$ cat config.mk
export PLATFORM = sky130hd
export DESIGN_NAME = boss_top
export DESIGN_NICKNAME = d
export VERILOG_FILES = /design/src/boss_pkg.sv /design/src/boss_ctrl.sv /design/src/boss_move.sv /design/src/boss_hp.sv /design/src/boss_render.sv /design/src/boss_top.sv
export VERILOG_INCLUDE_DIRS = /design/src /design/src/src
export SDC_FILE = /design/constraint.sdc
export NUM_CORES = 1
export LEC_CHECK = 0
export CELL_PAD_IN_SITES_DETAIL_PLACEMENT = 1
export CELL_PAD_IN_SITES_GLOBAL_PLACEMENT = 2
export CORE_MARGIN = 4
export CORE_UTILIZATION = 39
export CTS_CLUSTER_SIZE = 40
export DETAILED_ROUTE_END_ITERATION = 10
export DONT_BUFFER_PORTS = 1
export HOLD_SLACK_MARGIN = 0.05
export PLACE_DENSITY = 0.79
export REMOVE_ABC_BUFFERS = 1
export SYNTH_ARGS = -nofsm -noshare
export SYNTH_HDL_FRONTEND = slang
export SYNTH_SLANG_ARGS = --single-unit
$ cat constraint.sdc
create_clock -name clk -period 5.1 [get_ports clk]
set_clock_uncertainty 0.15 [all_clocks]
set_input_delay 1.02 -clock clk [delete_from_list [all_inputs] [get_ports clk]]
set_output_delay 1.02 -clock clk [all_outputs]
set_load 0.01 [all_outputs]
$ cat src/boss_params.svh
// Boss geometry and tuning constants
`ifndef BOSS_PARAMS_SVH
`define BOSS_PARAMS_SVH

// screen
`define SCREEN_W        1024

// boss body, a solid rectangle
`define BOSS_MAX_HP     100
`define BOSS_HGT        128
`define BOSS_LNG        96
`define BOSS_Y          400   // fixed top row
`define BOSS_X_INIT     464   // roughly centred
`define BOSS_STEP       2     // pixels per frame tick

// damage per hit
`define DMG_PROJECTILE  1
`define DMG_MELEE       3

// hit-point bar, 4 pixels per hit point
`define HP_BAR_X        312
`define HP_BAR_Y        40
`define HP_BAR_H        16

// colours, 4 bits per channel
`define COLOR_HIGH      12'h0_E_2
`define COLOR_MID       12'hF_A_0
`define COLOR_LOW       12'hE_1_1
`define COLOR_BAR       12'hD_2_2

`define HP_MID          60
`define HP_LOW          25

`endif

$ cat src/boss_pkg.sv
// Boss subsystem types
`default_nettype none

package boss_pkg;

    // screen coordinate in pixels
    typedef logic [11:0] coord_t;

    // hit points, up to 100
    typedef logic [6:0] hp_t;

    typedef logic [3:0] aggro_t;

    // 4:4:4 colour
    typedef logic [11:0] rgb_t;

    // 0 menu, 1 single player, 2 two-player, 3 paused
    typedef logic [1:0] mode_t;

    localparam mode_t MODE_SINGLE = 2'd1;
    localparam mode_t MODE_DUAL   = 2'd2;

    // one pixel of the video stream with its timing
    typedef struct packed {
        logic [10:0] vcount;
        logic [10:0] hcount;
        logic        vsync;
        logic        vblnk;
        logic        hsync;
        logic        hblnk;
        rgb_t        rgb;
    } vga_t;

    typedef enum logic [1:0] {
        FIGHT_IDLE,
        FIGHT_ON,
        FIGHT_DEFEATED
    } fight_state_t;

endpackage

`default_nettype wire

$ cat src/boss_ctrl.sv
// Boss fight control FSM
`timescale 1ns/1ps
`default_nettype none

module boss_ctrl (
    input  logic            clk,
    input  logic            arst_n,
    input  boss_pkg::mode_t game_mode,
    input  logic            game_start,
    input  logic            player2_game_start,
    input  boss_pkg::hp_t   boss_hp,
    output logic            hp_load,
    output logic            fight_en,
    output logic            boss_alive
);

    boss_pkg::fight_state_t state;
    boss_pkg::fight_state_t state_nxt;
    logic start_req;
    logic play_mode;

    // remote start only counts in two-player mode
    assign start_req = game_start ||
                       (player2_game_start && (game_mode == boss_pkg::MODE_DUAL));

    assign play_mode = (game_mode == boss_pkg::MODE_SINGLE) ||
                       (game_mode == boss_pkg::MODE_DUAL);

    always_comb begin
        state_nxt = state;
        case (state)
            boss_pkg::FIGHT_IDLE,
            boss_pkg::FIGHT_DEFEATED: begin
                if (start_req) begin
                    state_nxt = boss_pkg::FIGHT_ON;
                end
            end
            boss_pkg::FIGHT_ON: begin
                // hp is still zero while the load pulse is in flight
                if ((boss_hp == '0) && !hp_load) begin
                    state_nxt = boss_pkg::FIGHT_DEFEATED;
                end
            end
            default: state_nxt = boss_pkg::FIGHT_IDLE;
        endcase
    end

    always_ff @(posedge clk or negedge arst_n) begin
        if (!arst_n) begin
            state   <= boss_pkg::FIGHT_IDLE;
            hp_load <= 1'b0;
        end else begin
            state   <= state_nxt;
            hp_load <= (state != boss_pkg::FIGHT_ON) && start_req;  // one cycle, on entry
        end
    end

    assign fight_en   = (state == boss_pkg::FIGHT_ON) && play_mode;
    assign boss_alive = (state == boss_pkg::FIGHT_ON);

    // a fresh fight loads hp exactly once
    a_load_pulse : assert property (
        @(posedge clk) disable iff (!arst_n)
        hp_load |=> !hp_load
    );

endmodule

`default_nettype wire

$ cat src/boss_move.sv
// Boss horizontal movement
`timescale 1ns/1ps
`default_nettype none

`include "boss_params.svh"

module boss_move (
    input  logic             clk,
    input  logic             arst_n,
    input  logic             frame_tick,
    input  logic             fight_en,
    input  boss_pkg::mode_t  game_mode,
    input  boss_pkg::coord_t char_x,
    input  boss_pkg::coord_t player_2_x,
    input  boss_pkg::aggro_t char_aggro,
    input  boss_pkg::aggro_t player_2_aggro,
    output boss_pkg::coord_t boss_x
);

    localparam boss_pkg::coord_t X_MAX  = boss_pkg::coord_t'(`SCREEN_W - `BOSS_LNG);
    localparam boss_pkg::coord_t X_INIT = boss_pkg::coord_t'(`BOSS_X_INIT);
    localparam boss_pkg::coord_t STEP   = boss_pkg::coord_t'(`BOSS_STEP);
    localparam boss_pkg::coord_t HALF   = boss_pkg::coord_t'(`BOSS_LNG / 2);

    logic             use_p2;
    boss_pkg::coord_t target;
    logic [12:0]      centre;    // one spare bit so sums cannot wrap
    logic [12:0]      target_w;
    logic             go_right;
    logic             go_left;
    boss_pkg::coord_t boss_x_nxt;

    // ties stay on char
    assign use_p2 = (game_mode == boss_pkg::MODE_DUAL) && (player_2_aggro > char_aggro);
    assign target = use_p2 ? player_2_x : char_x;

    assign centre   = {1'b0, boss_x} + {1'b0, HALF};
    assign target_w = {1'b0, target};

    // dead band of one step around the target
    assign go_right = target_w > (centre + {1'b0, STEP});
    assign go_left  = (target_w + {1'b0, STEP}) < centre;

    always_comb begin
        boss_x_nxt = boss_x;
        if (go_right) begin
            if (boss_x > (X_MAX - STEP)) begin
                boss_x_nxt = X_MAX;     // right screen edge
            end else begin
                boss_x_nxt = boss_x + STEP;
            end
        end else if (go_left) begin
            if (boss_x < STEP) begin
                boss_x_nxt = '0;
            end else begin
                boss_x_nxt = boss_x - STEP;
            end
        end
    end

    always_ff @(posedge clk or negedge arst_n) begin
        if (!arst_n) begin
            boss_x <= X_INIT;
        end else if (frame_tick && fight_en) begin
            boss_x <= boss_x_nxt;
        end
    end

    // body never leaves the screen
    a_on_screen : assert property (
        @(posedge clk) disable iff (!arst_n)
        ({1'b0, boss_x} + 13'(`BOSS_LNG)) <= 13'(`SCREEN_W)
    );

endmodule

`default_nettype wire

$ cat src/boss_hp.sv
// Boss hit points and hp bar stage
`timescale 1ns/1ps
`default_nettype none

`include "boss_params.svh"

module boss_hp (
    input  logic            clk,
    input  logic            arst_n,
    input  logic            hp_load,
    input  logic            fight_en,
    input  boss_pkg::mode_t game_mode,
    input  logic            projectile_hit,
    input  logic            melee_hit,
    input  logic            player_2_data_valid,
    input  boss_pkg::hp_t   boss_out_hp,
    input  boss_pkg::vga_t  vga_in,
    output boss_pkg::hp_t   boss_hp,
    output boss_pkg::vga_t  vga_out
);

    localparam boss_pkg::hp_t HP_MAX = boss_pkg::hp_t'(`BOSS_MAX_HP);

    localparam logic [10:0] BAR_X0 = 11'(`HP_BAR_X);
    localparam logic [10:0] BAR_Y0 = 11'(`HP_BAR_Y);
    localparam logic [10:0] BAR_Y1 = 11'(`HP_BAR_Y + `HP_BAR_H);

    boss_pkg::hp_t  dmg;
    boss_pkg::hp_t  remote_hp;
    boss_pkg::hp_t  hp_nxt;
    logic           remote_sync;
    logic [10:0]    bar_len;
    logic           in_bar;
    boss_pkg::vga_t vga_nxt;

    // both hits in one cycle add up
    assign dmg = (projectile_hit ? boss_pkg::hp_t'(`DMG_PROJECTILE) : '0) +
                 (melee_hit      ? boss_pkg::hp_t'(`DMG_MELEE)      : '0);

    assign remote_sync = (game_mode == boss_pkg::MODE_DUAL) && player_2_data_valid;
    assign remote_hp   = (boss_out_hp > HP_MAX) ? HP_MAX : boss_out_hp;  // guard bad link data

    // load, then remote, then local hits
    always_comb begin
        hp_nxt = boss_hp;
        if (hp_load) begin
            hp_nxt = HP_MAX;
        end else if (remote_sync) begin
            hp_nxt = remote_hp;
        end else if (fight_en && (projectile_hit || melee_hit)) begin
            hp_nxt = (boss_hp > dmg) ? boss_hp - dmg : '0;   // saturate at zero
        end
    end

    always_ff @(posedge clk or negedge arst_n) begin
        if (!arst_n) begin
            boss_hp <= '0;
        end else begin
            boss_hp <= hp_nxt;
        end
    end

    // bar length in pixels
    assign bar_len = {2'b00, boss_hp, 2'b00};

    assign in_bar = (vga_in.vcount >= BAR_Y0) && (vga_in.vcount < BAR_Y1) &&
                    (vga_in.hcount >= BAR_X0) &&
                    ((vga_in.hcount - BAR_X0) < bar_len);

    always_comb begin
        vga_nxt = vga_in;
        if (in_bar) begin
            vga_nxt.rgb = `COLOR_BAR;
        end
    end

    always_ff @(posedge clk or negedge arst_n) begin
        if (!arst_n) begin
            vga_out <= '0;
        end else begin
            vga_out <= vga_nxt;
        end
    end

    a_hp_max : assert property (
        @(posedge clk) disable iff (!arst_n)
        boss_hp <= HP_MAX
    );

endmodule

`default_nettype wire

$ cat src/boss_render.sv
// Boss rectangle render stage
`timescale 1ns/1ps
`default_nettype none

`include "boss_params.svh"

module boss_render (
    input  logic             clk,
    input  logic             arst_n,
    input  logic             boss_alive,
    input  boss_pkg::coord_t boss_x,
    input  boss_pkg::hp_t    boss_hp,
    input  boss_pkg::vga_t   vga_in,
    output boss_pkg::vga_t   vga_out
);

    localparam boss_pkg::coord_t Y_TOP = boss_pkg::coord_t'(`BOSS_Y);
    localparam boss_pkg::coord_t Y_BOT = boss_pkg::coord_t'(`BOSS_Y + `BOSS_HGT);
    localparam boss_pkg::coord_t LNG   = boss_pkg::coord_t'(`BOSS_LNG);

    localparam boss_pkg::hp_t HP_MID = boss_pkg::hp_t'(`HP_MID);
    localparam boss_pkg::hp_t HP_LOW = boss_pkg::hp_t'(`HP_LOW);

    boss_pkg::coord_t px;
    boss_pkg::coord_t py;
    logic             in_rect;
    logic             visible;
    boss_pkg::rgb_t   body_rgb;
    boss_pkg::vga_t   vga_nxt;

    // pixel position of the incoming struct
    assign px = {1'b0, vga_in.hcount};
    assign py = {1'b0, vga_in.vcount};

    assign in_rect = (px >= boss_x) && (px < (boss_x + LNG)) &&
                     (py >= Y_TOP)  && (py < Y_BOT);

    assign visible = !vga_in.hblnk && !vga_in.vblnk;

    // colour fades as hp drops
    always_comb begin
        if (boss_hp > HP_MID) begin
            body_rgb = `COLOR_HIGH;
        end else if (boss_hp > HP_LOW) begin
            body_rgb = `COLOR_MID;
        end else begin
            body_rgb = `COLOR_LOW;
        end
    end

    always_comb begin
        vga_nxt = vga_in;
        if (boss_alive && visible && in_rect) begin
            vga_nxt.rgb = body_rgb;   // boss sits over the bar layer
        end
    end

    always_ff @(posedge clk or negedge arst_n) begin
        if (!arst_n) begin
            vga_out <= '0;
        end else begin
            vga_out <= vga_nxt;
        end
    end

endmodule

`default_nettype wire

$ cat src/boss_top.sv
// Boss subsystem top
`timescale 1ns/1ps
`default_nettype none

`include "boss_params.svh"

module boss_top (
    input  logic             clk,
    input  logic             arst_n,
    input  boss_pkg::mode_t  game_mode,
    input  logic             game_start,
    input  logic             player2_game_start,
    input  boss_pkg::coord_t char_x,
    input  boss_pkg::coord_t player_2_x,
    input  logic             frame_tick,
    input  logic             projectile_hit,
    input  logic             melee_hit,
    input  logic             player_2_data_valid,
    input  boss_pkg::hp_t    boss_out_hp,
    input  boss_pkg::aggro_t char_aggro,
    input  boss_pkg::aggro_t player_2_aggro,
    input  boss_pkg::vga_t   vga_in,
    output boss_pkg::vga_t   vga_out,
    output boss_pkg::coord_t boss_x,
    output boss_pkg::coord_t boss_y,
    output boss_pkg::hp_t    boss_hp,
    output logic             boss_alive
);

    logic           hp_load;
    logic           fight_en;
    boss_pkg::vga_t vga_mid;   // after the hp bar stage

    assign boss_y = boss_pkg::coord_t'(`BOSS_Y);   // no vertical motion

    boss_ctrl u_ctrl (
        .clk                (clk),
        .arst_n             (arst_n),
        .game_mode          (game_mode),
        .game_start         (game_start),
        .player2_game_start (player2_game_start),
        .boss_hp            (boss_hp),
        .hp_load            (hp_load),
        .fight_en           (fight_en),
        .boss_alive         (boss_alive)
    );

    boss_move u_move (
        .clk            (clk),
        .arst_n         (arst_n),
        .frame_tick     (frame_tick),
        .fight_en       (fight_en),
        .game_mode      (game_mode),
        .char_x         (char_x),
        .player_2_x     (player_2_x),
        .char_aggro     (char_aggro),
        .player_2_aggro (player_2_aggro),
        .boss_x         (boss_x)
    );

    boss_hp u_hp (
        .clk                 (clk),
        .arst_n              (arst_n),
        .hp_load             (hp_load),
        .fight_en            (fight_en),
        .game_mode           (game_mode),
        .projectile_hit      (projectile_hit),
        .melee_hit           (melee_hit),
        .player_2_data_valid (player_2_data_valid),
        .boss_out_hp         (boss_out_hp),
        .vga_in              (vga_in),
        .boss_hp             (boss_hp),
        .vga_out             (vga_mid)
    );

    boss_render u_render (
        .clk        (clk),
        .arst_n     (arst_n),
        .boss_alive (boss_alive),
        .boss_x     (boss_x),
        .boss_hp    (boss_hp),
        .vga_in     (vga_mid),
        .vga_out    (vga_out)
    );

endmodule

`default_nettype wire

==> results.toml <==
[logic_synthesis]
yosysWarnings = 0
synth_cells = 593
synthArstFlopShare_pct = 100
synth-xor-area-share_pct = 5.05
synthSimpleGateAreaFrac_pct = 15.5
synth_area_per_cell_sq_um = 9.95
synth_top_area_share_pct = 39.4
synth_seq_cells = 97
synth_cell_types = 62
syn_area_sq_um = 5900
muxShareOfSynthArea_pct = 4.71
yosysMostFrequentCell = "dfrtp_1"
ys.flop_type = "dfrtp_1"
synth-edff-count = 0
synthTopCellsByArea = "dfrtp_1 39%, ha_1 14%, xnor2_1 3.4%, inv_1 2.7%, o21ai_0 2.7%"
synth_compound_area_share_pct = 13.1
yosysTopAreaCell = "dfrtp_1"
synth_commonest_cells = "93 x dfrtp_1, 67 x ha_1, 43 x inv_1, 38 x nor2_1, 36 x nand2_1"
synth_top_family_by_area = "simple AND/OR/NAND/NOR gates"
synthAdderAreaFrac_pct = 14.5
seq_area_frac_synth_pct = 41.2

[place]
gp_congestion = 0.840
hpwl_um = 12400
place_area_sq_um = 6080
port_buffers = 0

[clock_tree]
cts_made_buffers = 9
hold_buffers = 0
cts_resized = 0
clockBufferDepth = 2
cts.sinks = 97
clkTransAtPathRegs_ns = 0.06
insertion_delay_ns = 0.34
cts_tree = "built"
post-cts-setup-buffers = 0
htreeDepth = 3
cts-root-buf = "clkbuf_16"

[timing]
setup_tns_ns = 0
period_share_pct = 94.2
clock.fmax_ghz = 0.208
slew_viol_final = 0
rsz0062_at_grt = "no"
min_period_ns = 4.81
tightest_slew_ns = 1.30
hold_violations = 0
slew_headroom_pct = 12.7
finalSetupViolCount = 0

[setup_path]
reg2regPathDepth = 17
endpoint_kind = "flop"
cp_slowest_stage_delay_ns = 0.47
crit_top_cell = "ha_1"
cp_cell_sequence = "inv_1 > ha_1 > nor2b_1 > o211ai_1 > a21oi_2 > mux2_2 > ha_1 > o21ai_0 > nor4_1 > buf_4 > nand2_1 > xnor2_1 > ha_1 > a2111oi_1 > a31oi_1 > nor2_1 > nor2b_1 > buf_4 > a222oi_1 > nand2_1"
r2r_slack_ns = 0.87
cp_slowest_cell = "a2111oi_1"
r2r_end = "u_move.boss_x[3]"
critPathMaxFanout = 5
arrival_ns = 4.87
path_class = "in2reg"
worstReg2RegStart = "u_move.boss_x[4]"
crit_required_ns = 5.17
cp-start-kind = "input port"
crit_start = "char_aggro[1]"

[global_routing]
grt_pass1_vias = 4651
antenna_found_initial = 0
grt_use_met1_pct = 24.4
grt_pass1_wl_um = 25000
busiest_layer = "met2"
grt_max_degree = 98
grtUsageTotal_pct = 18.7
overflow = 0
use_met3_pct = 6.54
met2_usage_pct = 30.4

[flow_run]
drv_cap = 0

[floorplanning]
fp-row-count = 44
pin_count = 157
die_area_sq_um = 17200
design.core.area_sq_um = 14700
die_w_um = 131
chipHeight_um = 131
initial_core_util_pct = 40.1

[worst_hold_path]
hold_class = "reg2reg"
min_path_cells = 0
hold_start = "u_hp.vga_out[28]"
holdPathEnd = "u_render.vga_out[28]"

[detailed_routing]
drtPass1Iterations = 4
route.detailed.drc = 0
vias = 4298
drt-initial-drc-count = 253
drt-vias-per-instance = 5.47
routed_wirelength_um = 15700
wl_per_cell_um = 20.0
ant_nets = 0

[final_layout]
antenna_cells = 0
final_nets = 753
drive_gt1_share_pct = 9.63
design_area_sq_um = 6410
areaGrowthSynthToFinish_pct = 8.70

[power_and_ir_drop]
powerDensity_nw_per_um2 = 526
p_leak_uw = 0.00282
ir_drop_mv = 0.245

[status]
status = "completed"
flip-flops by register name, indices dropped and copies added (netlist names):
signal / count
u_hp.vga_out: 38
u_render.vga_out: 38
u_move.boss_x: 11
u_hp.boss_hp: 7
u_ctrl.state: 2
u_ctrl.hp_load: 1
how the worst max path moves through the flow:
stage | end | cells after the start
6_report | u_move.boss_x[3] | 20
5_1_grt | u_move.boss_x[3] | 20
4_1_cts | u_move.boss_x[3] | 18
3_5_place_dp | u_move.boss_x[3] | 18
3_3_place_gp | u_move.boss_x[11] | 17
2_1_floorplan | u_move.boss_x[5] | 17
report_power, final:
part	total (uW)	switching [uW]	internal (uW)
clock network	716	287	429
logic	1530	913	618
registers	1120	237	886
total	3370	1440	1930
metal layers:
metal / vias to the layer above / part of all wire, %
met2: 101 / 49
li1: 2075 / -
met3: 10 / 6.5
met4: 0 / 0.66
met5: - / 0
met1: 2112 / 44
layout by cell type, fill, tap and decap left out, types with 4 or more instances in the layout:
cell type | synthesis | layout
nor2_1 | 38 | 38
nor3_1 | 23 | 22
nand4_1 | 9 | 9
dfrtp_1 | 93 | 93
buf_4 | 16 | 12
conb_1 | 2 | 13
nor2b_1 | 7 | 7
nand2b_1 | 9 | 9
nor4_1 | 4 | 4
dfstp_2 | 4 | 4
a21o_1 | 4 | 4
nor3b_1 | 4 | 4
o21a_1 | 7 | 7
mux2_2 | 14 | 14
xnor2_1 | 23 | 23
clkbuf_16 | 0 | 9
inv_1 | 43 | 43
or4_1 | 5 | 5
o31ai_1 | 5 | 5
xor2_1 | 11 | 11
nand3_1 | 13 | 12
and2_1 | 12 | 12
a31oi_1 | 6 | 6
a21oi_1 | 27 | 27
ha_1 | 67 | 67
nand2_1 | 36 | 36
and3_1 | 4 | 4
o21ai_0 | 32 | 32
mux2i_1 | 12 | 12
per-stage QoR:
| step | worst slack, ns | utilization (%) | cells | total power, uW | hold WS (ns) |
|---|---|---|---|---|---|
| after floorplan | -0.195 | - | 575 | 2160 | 0.181 |
| after global placement | 0.0677 | 41.4 | 771 | 2600 | 0.182 |
| after detailed placement | -0.103 | 41.4 | 771 | 2660 | 0.189 |
| after CTS | 0.241 | 43.5 | 786 | 3400 | 0.204 |
| after global routing | 0.0815 | 43.6 | 786 | 3670 | 0.197 |
| final | 0.295 | 43.6 | 786 | 3370 | 0.202 |
worst max-delay path: cells and delay by family:
kind	cells	cell delay, ns
simple gates	6	0.86
fa+ha+maj	3	0.65
xor+xnor	1	0.13
compound gates	6	1.59
mux	1	0.25
buf+inv	3	0.38
kinds of logic after synthesis:
| group | count (synthesis) |
|---|---|
| simple gates | 176 |
| compound gates | 118 |
| flops | 97 |
| buf+inv | 72 |
| fa+ha+maj | 68 |
| xor+xnor | 34 |
| mux | 26 |
| other cells | 2 |
final cells by class:
type / count / area [sq um]
clock buffer: 9 / 225
fill: 1645 / 8290
sequential: 97 / 2430
clock inverter: 6 / 91.3
tap: 184 / 230
inverter: 43 / 161
multi-input combinational: 435 / 3180
timing repair buffer: 12 / 90.1
No activity file was read; power rests on OpenSTA's default activity.
